===== src/logic/interp_cfg.svh =====
`ifndef INTERP_CFG_SVH
`define INTERP_CFG_SVH

// width of a raw input sample
`define IN_BITS 8

// internal accumulator width
// an input sample sits left-aligned here, zero bits below it
`define I_BITS 16

// output width, the top bits of the accumulator
`define OUT_BITS 12

// log2 of the upsample factor
// one frame is 2**STEP_SHIFT clocks long
`define STEP_SHIFT 4

// entries in the sample fifo
`define FIFO_DEPTH 4

`endif

===== src/logic/interp_pkg.sv =====
`include "interp_cfg.svh"

package interp_pkg;

	// raw sample as it arrives from outside
	typedef logic signed [`IN_BITS-1:0] in_sample_t;

	// internal sample, input left-aligned
	// used by capture, fifo and interpolator alike
	typedef logic signed [`I_BITS-1:0] sample_t;

	// interpolated output word
	// top OUT_BITS of the accumulator
	typedef logic signed [`OUT_BITS-1:0] out_sample_t;

endpackage


===== src/logic/upsampler_top.sv =====
`timescale 1ns/10ps

`include "interp_cfg.svh"

module upsampler_top (
	input  logic                    clock,
	input  logic                    reset,
	input  interp_pkg::in_sample_t  v_in,
	input  logic                    sample_valid,
	output interp_pkg::out_sample_t interp_o,
	output logic                    overflow,
	output logic                    underrun
);

	import interp_pkg::*;

	// capture to fifo
	logic    wr_en;
	sample_t wr_data;
	logic    full;

	// fifo to interpolator
	logic    rd_en;
	sample_t rd_data;
	logic    empty;

	// strobed input, aligned and written one cycle later
	sample_capture sample_capture_i (
		.clock        (clock),
		.reset        (reset),
		.v_in         (v_in),
		.sample_valid (sample_valid),
		.full         (full),
		.wr_en        (wr_en),
		.wr_data      (wr_data),
		.overflow     (overflow)
	);

	// absorbs jitter in sample arrival
	sample_fifo #(
		.DEPTH (`FIFO_DEPTH)
	) sample_fifo_i (
		.clock   (clock),
		.reset   (reset),
		.wr_en   (wr_en),
		.wr_data (wr_data),
		.rd_en   (rd_en),
		.rd_data (rd_data),
		.full    (full),
		.empty   (empty)
	);

	// one output per clock, ramping between samples
	linear_interp linear_interp_i (
		.clock    (clock),
		.reset    (reset),
		.rd_data  (rd_data),
		.empty    (empty),
		.rd_en    (rd_en),
		.interp_o (interp_o),
		.underrun (underrun)
	);

endmodule


===== src/logic/linear_interp.sv =====
`timescale 1ns/10ps

`include "interp_cfg.svh"

module linear_interp (
	input  logic                    clock,
	input  logic                    reset,
	input  interp_pkg::sample_t     rd_data,
	input  logic                    empty,
	output logic                    rd_en,
	output interp_pkg::out_sample_t interp_o,
	output logic                    underrun
);

	import interp_pkg::*;

	// last count of a frame, the boundary
	localparam logic [`STEP_SHIFT-1:0] FRAME_LAST = '1;

	// free-running frame counter
	logic [`STEP_SHIFT-1:0] frame_cnt;
	logic boundary;

	// newest and previous held samples
	sample_t v;
	sample_t v_prev;

	// ramp accumulator
	sample_t acc;

	// difference is one bit wider so a full-scale jump
	// such as -128 to 127 does not wrap
	logic signed [`I_BITS:0] diff;
	logic signed [`I_BITS:0] diff_shr;
	// per-cycle increment
	sample_t step;

	assign boundary = (frame_cnt == FRAME_LAST);

	// pop at the boundary only when something is waiting
	assign rd_en = boundary && !empty;

	// operands sign-extend to the wider result
	assign diff = v - v_prev;
	// divide by the upsample factor
	assign diff_shr = diff >>> `STEP_SHIFT;
	// fits back into the internal width after the shift
	assign step = diff_shr[`I_BITS-1:0];

	// wraps on its own after FRAME_LAST
	always_ff @(posedge clock) begin
		if (reset) begin
			frame_cnt <= '0;
		end
		else begin
			frame_cnt <= frame_cnt + 1'b1;
		end
	end

	// sample pair shifts at each boundary
	// with no new sample v holds, v_prev catches up and the step goes to zero
	always_ff @(posedge clock) begin
		if (reset) begin
			v      <= '0;
			v_prev <= '0;
		end
		else if (boundary) begin
			v_prev <= v;
			if (!empty) begin
				v <= rd_data;
			end
		end
	end

	// reload with the newer sample, then ramp towards the next one
	always_ff @(posedge clock) begin
		if (reset) begin
			acc <= '0;
		end
		else if (boundary) begin
			acc <= v;
		end
		else begin
			acc <= acc + step;
		end
	end

	// output register, top bits of the accumulator
	always_ff @(posedge clock) begin
		if (reset) begin
			interp_o <= '0;
		end
		else begin
			interp_o <= acc[`I_BITS-1 -: `OUT_BITS];
		end
	end

	// sticky, set when a boundary finds no sample
	always_ff @(posedge clock) begin
		if (reset) begin
			underrun <= 1'b0;
		end
		else if (boundary && empty) begin
			underrun <= 1'b1;
		end
	end

	// a pop happens only at the boundary
	a_pop_at_boundary: assert property (
		@(posedge clock) disable iff (reset)
		rd_en |-> (frame_cnt == FRAME_LAST)
	) else $error("linear_interp: pop outside the frame boundary");

endmodule


===== src/logic/sample_fifo.sv =====
`timescale 1ns/10ps

`include "interp_cfg.svh"

module sample_fifo #(
	parameter int DEPTH = `FIFO_DEPTH
) (
	input  logic                clock,
	input  logic                reset,
	input  logic                wr_en,
	input  interp_pkg::sample_t wr_data,
	input  logic                rd_en,
	output interp_pkg::sample_t rd_data,
	output logic                full,
	output logic                empty
);

	import interp_pkg::*;

	// pointer and count widths
	localparam int PTR_BITS = (DEPTH > 1) ? $clog2(DEPTH) : 1;
	localparam int CNT_BITS = $clog2(DEPTH + 1);

	// last slot before the pointers wrap
	localparam logic [PTR_BITS-1:0] LAST_PTR = PTR_BITS'(DEPTH - 1);
	// occupancy at which the fifo reports full
	localparam logic [CNT_BITS-1:0] FULL_CNT = CNT_BITS'(DEPTH);

	// ring storage
	sample_t mem [DEPTH];

	logic [PTR_BITS-1:0] wr_ptr;
	logic [PTR_BITS-1:0] rd_ptr;
	logic [CNT_BITS-1:0] count;

	// accepted operations this cycle
	logic do_wr;
	logic do_rd;

	// a write into a full fifo is dropped
	assign do_wr = wr_en && !full;
	assign do_rd = rd_en && !empty;

	always_ff @(posedge clock) begin
		if (do_wr) begin
			mem[wr_ptr] <= wr_data;
		end
	end

	// write pointer, wraps at DEPTH
	always_ff @(posedge clock) begin
		if (reset) begin
			wr_ptr <= '0;
		end
		else if (do_wr) begin
			wr_ptr <= (wr_ptr == LAST_PTR) ? '0 : wr_ptr + 1'b1;
		end
	end

	// read pointer, head moves on after a pop
	always_ff @(posedge clock) begin
		if (reset) begin
			rd_ptr <= '0;
		end
		else if (do_rd) begin
			rd_ptr <= (rd_ptr == LAST_PTR) ? '0 : rd_ptr + 1'b1;
		end
	end

	// occupancy
	// simultaneous read and write leaves it unchanged
	always_ff @(posedge clock) begin
		if (reset) begin
			count <= '0;
		end
		else begin
			case ({do_wr, do_rd})
				2'b10: count <= count + 1'b1;
				2'b01: count <= count - 1'b1;
				default: count <= count;
			endcase
		end
	end

	// flags straight from the count
	assign full  = (count == FULL_CNT);
	assign empty = (count == '0);

	// show-ahead, head entry always visible
	assign rd_data = mem[rd_ptr];

	// consumer only pops when it has seen data present
	a_no_pop_empty: assert property (
		@(posedge clock) disable iff (reset)
		rd_en |-> !empty
	) else $error("sample_fifo: read requested while empty");

	// occupancy bounded by the storage size
	a_count_bound: assert property (
		@(posedge clock) disable iff (reset)
		count <= FULL_CNT
	) else $error("sample_fifo: count above depth");

endmodule


===== src/logic/sample_capture.sv =====
`timescale 1ns/10ps

`include "interp_cfg.svh"

module sample_capture (
	input  logic                  clock,
	input  logic                  reset,
	input  interp_pkg::in_sample_t v_in,
	input  logic                  sample_valid,
	input  logic                  full,
	output logic                  wr_en,
	output interp_pkg::sample_t   wr_data,
	output logic                  overflow
);

	import interp_pkg::*;

	// input moved to the top of the internal word
	sample_t aligned;

	// zero fill below the raw sample bits
	assign aligned = {v_in, {(`I_BITS - `IN_BITS){1'b0}}};

	// write strobe follows the input strobe by one cycle
	always_ff @(posedge clock) begin
		if (reset) begin
			wr_en <= 1'b0;
		end
		else begin
			wr_en <= sample_valid;
		end
	end

	// sample held until the next strobe
	always_ff @(posedge clock) begin
		if (sample_valid) begin
			wr_data <= aligned;
		end
	end

	// sticky, a write that meets a full fifo is lost
	// only reset clears it
	always_ff @(posedge clock) begin
		if (reset) begin
			overflow <= 1'b0;
		end
		else if (wr_en && full) begin
			overflow <= 1'b1;
		end
	end

	// strobes are at least two cycles apart,
	// so every write is a single-cycle pulse
	a_single_write: assert property (
		@(posedge clock) disable iff (reset)
		wr_en |=> !wr_en
	) else $error("sample_capture: write strobe held for two cycles");

endmodule


===== config.mk =====
export PLATFORM = sky130hd
export DESIGN_NAME = upsampler_top
export DESIGN_NICKNAME = d
export VERILOG_FILES = /design/src/logic/interp_pkg.sv /design/src/logic/upsampler_top.sv /design/src/logic/linear_interp.sv /design/src/logic/sample_fifo.sv /design/src/logic/sample_capture.sv
export VERILOG_INCLUDE_DIRS = /design/src /design/src/logic
export SDC_FILE = /design/constraint.sdc
export NUM_CORES = 1
export LEC_CHECK = 0
export ABC_AREA = 1
export ABC_CLOCK_PERIOD_IN_PS = 3700
export BUFFER_PORTS_ARGS = -buffer_cell sky130_fd_sc_hd__buf_2
export CAP_MARGIN = 0
export CORE_MARGIN = 5
export CORE_UTILIZATION = 49
export CTS_BUF_LIST = sky130_fd_sc_hd__clkbuf_16
export DETAILED_ROUTE_END_ITERATION = 16
export PLACE_DENSITY = 0.65
export SYNTH_ARGS = -nofsm -noshare
export SYNTH_HDL_FRONTEND = slang
export SYNTH_HIERARCHICAL = 1
export SYNTH_SLANG_ARGS = --single-unit

===== constraint.sdc =====
create_clock -name clock -period 3.7 [get_ports clock]
set_input_delay 0 -clock clock [delete_from_list [all_inputs] [get_ports clock]]
set_output_delay 0 -clock clock [all_outputs]
set_load 0.01 [all_outputs]

==> impl_metrics.json <==
{
  "outcome": "completed",
  "switching_share_of_power_pct": 20.8,
  "ratio_of_cells_with_drive_above_1_in_the_final_layout_pct": 13.0,
  "rsz0062_at_grt": "false",
  "core_area_um2": 13900,
  "synth_area_um2": 6950,
  "fin_ws_ps": 545,
  "cp.required_ps": 3980,
  "cts_inserted_buffers": 17,
  "report.final.hold_viol_count": 0,
  "final_max_slew_viol_count": 0,
  "syn-instance-count": 756,
  "initial_utilization_pct": 50.1,
  "number_of_global_route_vias_before_repair": 5045,
  "place_ws_ps": 587,
  "power.internal_mw": 2.76,
  "final_common_cell": "sky130_fd_sc_hd__nand2_1",
  "drc": 0,
  "post_cts.resized_instances": 0,
  "asyncSetResetFlopFracSynth_pct": 0,
  "n_antenna_cell": 0,
  "grt_start_max_net_pins": 36,
  "yosys_most_used_dff": "sky130_fd_sc_hd__dfxtp_1",
  "clk_path_buf_depth": 2,
  "dr_total_vias": 4997,
  "netlist.top_cell.by_area": "sky130_fd_sc_hd__edfxtp_1",
  "routabilityCongestion": 0.848,
  "fp-row-count": 43,
  "grt_overflow_total": 0,
  "finalCriticalPeriod_ps": 3160,
  "max-cap-violations": 0,
  "detailedRoute.firstIterationViolations": 216,
  "io_buffers": 24,
  "syn-mean-instance-area_um2": 9.20,
  "die_height_um": 129,
  "arrival_ps": 3440,
  "layout.cells.most_common_list": "sky130_fd_sc_hd__nand2_1 (141), sky130_fd_sc_hd__inv_1 (79), sky130_fd_sc_hd__dfxtp_1 (76)",
  "number_of_synthesized_flops_with_an_enable_pin": 72,
  "crit_type": "reg2reg",
  "areaGrowthSynthToFinish_pct": 12.9,
  "power.combinational.fraction_pct": 2.2,
  "grt.total_usage_pct": 17.7,
  "fin_crit_sh_pct": 85.3,
  "worst_hold_path_type": "in2reg",
  "timing_worst_slew_pin_value_ps": 981,
  "drt-pass1-iter-count": 4,
  "fin_area_um2": 7850,
  "report.power.total_mw": 3.48,
  "layout.nets": 843,
  "clock_net_sink_count": 148,
  "start_kind": "flop",
  "drtAntennaViolNets": 0,
  "synth_top_cell_area_share_pct": 31.1,
  "timing.fmax_ghz": 0.317,
  "cts.clk_slew.worst_paths_ps": 60,
  "net-switching-power_uw": 726,
  "finalSetupViolCount": 0,
  "design.die.area_um2": 16700,
  "yosysWarnings": 6,
  "ir_worst_vdd_mv": 0.317,
  "finClkSkew_ps": 7.10,
  "cts_setup_buffers": 0,
  "wire_per_inst_um": 13.8,
  "slew_headroom_pct": 34.5,
  "synth_cell_type_count": 43,
  "clock_tree.htree_level_count": 4,
  "ys_ff_latch": 148,
  "vias_per_cell": 5.09,
  "grt_pass1_wl_um": 23100,
  "p_per_area_nw_per_um2": 444,
  "cts_hold_repair.buffers": 9,
  "register_area_share_after_synthesis_pct": 53.0,
  "routed_wl_um": 13500,
  "worst_setup_path_end_kind": "flop",
  "share_seq_of_total_power_pct": 50.7,
  "tritoncts": "built",
  "ios": 25,
  "leakage_power_nw": 3.26,
  "setup-tns-final_ps": 0,
  "antenna_violations_before_repair": 0,
  "path_max_fanout": 5,
  "netlist_top_cells_area": "sky130_fd_sc_hd__edfxtp_1 (31%), sky130_fd_sc_hd__dfxtp_1 (22%), sky130_fd_sc_hd__nand2_1 (7.6%)",
  "fillerInstances": 1221,
  "pwr-share-clk_pct": 47.0,
  "clk-insertion-delay-late_ps": 420,
  "die_w_um": 129,
  "hpwl_um": 9280,
  "place_area_um2": 7200,
  "cts.root.buffer_cell": "sky130_fd_sc_hd__clkbuf_16"
}
-- flip-flops by register name, indices dropped and copies added (netlist names), named ones only --
signal                     count
linear_interp_i/acc           16
linear_interp_i/frame_cnt      4
linear_interp_i/interp_o      12
linear_interp_i/underrun       1
linear_interp_i/v             16
linear_interp_i/v_prev        16
sample_capture_i/overflow      1
sample_capture_i/wr_data       8
sample_capture_i/wr_en         1
sample_fifo_i/count            3
sample_fifo_i/mem             64
sample_fifo_i/rd_ptr           2
sample_fifo_i/wr_ptr           2
-- kinds of logic after synthesis --
kind of cell,share of synthesized area [%]
buffers and inverters,7.07
other,0.0539
AO/OA/AOI/OAI,12.9
flip-flops,53.0
XOR/XNOR,1.64
adder cells (fa/ha/maj),8.13
AND/OR/NAND/NOR,17.2
-- cell usage after synthesis, types with 2 or more instances --
library cell                 n
sky130_fd_sc_hd__a21oi_1    75
sky130_fd_sc_hd__o21ai_1    30
sky130_fd_sc_hd__edfxtp_1   72
sky130_fd_sc_hd__inv_1      78
sky130_fd_sc_hd__xnor2_1     4
sky130_fd_sc_hd__o22ai_1    16
sky130_fd_sc_hd__nand2_1   141
sky130_fd_sc_hd__xor2_1      9
sky130_fd_sc_hd__dfxtp_1    76
sky130_fd_sc_hd__o21bai_1    3
sky130_fd_sc_hd__a21oi_2     6
sky130_fd_sc_hd__nand2_2    11
sky130_fd_sc_hd__inv_2       7
sky130_fd_sc_hd__nand2_4     2
sky130_fd_sc_hd__a21o_1      3
sky130_fd_sc_hd__buf_4      11
sky130_fd_sc_hd__clkbuf_1   10
sky130_fd_sc_hd__o21ai_2     3
sky130_fd_sc_hd__nand4_1     4
sky130_fd_sc_hd__or2_2       5
sky130_fd_sc_hd__fa_1        2
sky130_fd_sc_hd__buf_2       9
sky130_fd_sc_hd__nor3_1      4
sky130_fd_sc_hd__ha_1       42
sky130_fd_sc_hd__nor2_1     74
sky130_fd_sc_hd__nand3b_1    3
sky130_fd_sc_hd__nand3_2     4
sky130_fd_sc_hd__nand3_1    23
sky130_fd_sc_hd__o21ai_0    14
sky130_fd_sc_hd__a211oi_1    2
-- worst max-delay path: stages, from the launching register on --
cell	delay, ps
sky130_fd_sc_hd__dfxtp_1	320
sky130_fd_sc_hd__inv_1	40
sky130_fd_sc_hd__ha_1	330
sky130_fd_sc_hd__nand2_1	110
sky130_fd_sc_hd__a21oi_1	70
sky130_fd_sc_hd__nor3_1	190
sky130_fd_sc_hd__nand2_2	120
sky130_fd_sc_hd__a21boi_2	190
sky130_fd_sc_hd__o21ai_2	90
sky130_fd_sc_hd__a21oi_2	140
sky130_fd_sc_hd__xor2_1	210
sky130_fd_sc_hd__ha_1	290
sky130_fd_sc_hd__a21o_1	210
sky130_fd_sc_hd__a21oi_2	120
sky130_fd_sc_hd__inv_1	50
sky130_fd_sc_hd__nand2_1	50
sky130_fd_sc_hd__nand3b_1	60
sky130_fd_sc_hd__o21bai_1	170
sky130_fd_sc_hd__inv_1	60
sky130_fd_sc_hd__nand2_1	60
sky130_fd_sc_hd__nand3_2	70
sky130_fd_sc_hd__a21oi_2	50
-- through the flow --
step	utilization [%]	cells	hold WS, ps
global placement	51.8	940	178
CTS	56.6	981	117
finish	56.6	981	118
global route	56.6	981	152
detailed placement	51.8	940	178
floorplan	-	763	62.4
-- layout make-up --
class	count	area, um^2	share of cell area, %
inverters	86	323	4.11
flip-flops and latches	148	3680	46.9
multi-input cells	498	2820	35.9
clock buffers	17	425	5.42
repair buffers	37	240	3.06
clock inverters	15	140	1.78
well taps	180	225	2.87
-- routing by layer --
metal | wire [um] | vias up | GRT usage [%] | part of all wire, %
li1 | - | 2578 | - | -
met3 | 608 | 27 | 4.41 | 4.5
met1 | 5950 | 2305 | 20.6 | 44
met5 | 0 | - | 0 | 0
met2 | 6660 | 87 | 30.8 | 49
met4 | 299 | 0 | 7.72 | 2.2
-- power groups by stage --
stage	clock [mW]	combinational [mW]	sequential, mW
after floorplan	0	0.0526	1.80
after global placement	0	0.0677	1.80
after detailed placement	0	0.0708	1.80
after CTS	1.67	0.0779	1.77
after global routing	1.75	0.0887	1.77
final	1.64	0.0770	1.77
-- path summary, 6_finish.rpt --
path | slack (ps) | cells past startpoint | end | startpoint
min | 120 | 2 | linear_interp_i/frame_cnt[0]$_SDFF_PP0_ | reset
min reg2reg | 420 | 2 | linear_interp_i/interp_o[0]$_SDFF_PP0_ | linear_interp_i/acc[4]$_SDFF_PP0_
max | 540 | 21 | linear_interp_i/acc[15]$_SDFF_PP0_ | linear_interp_i/v_prev[5]$_SDFFE_PP0P_
max reg2reg | 540 | 21 | linear_interp_i/acc[15]$_SDFF_PP0_ | linear_interp_i/v_prev[5]$_SDFFE_PP0P_
Power figures use the tool's default switching activity.
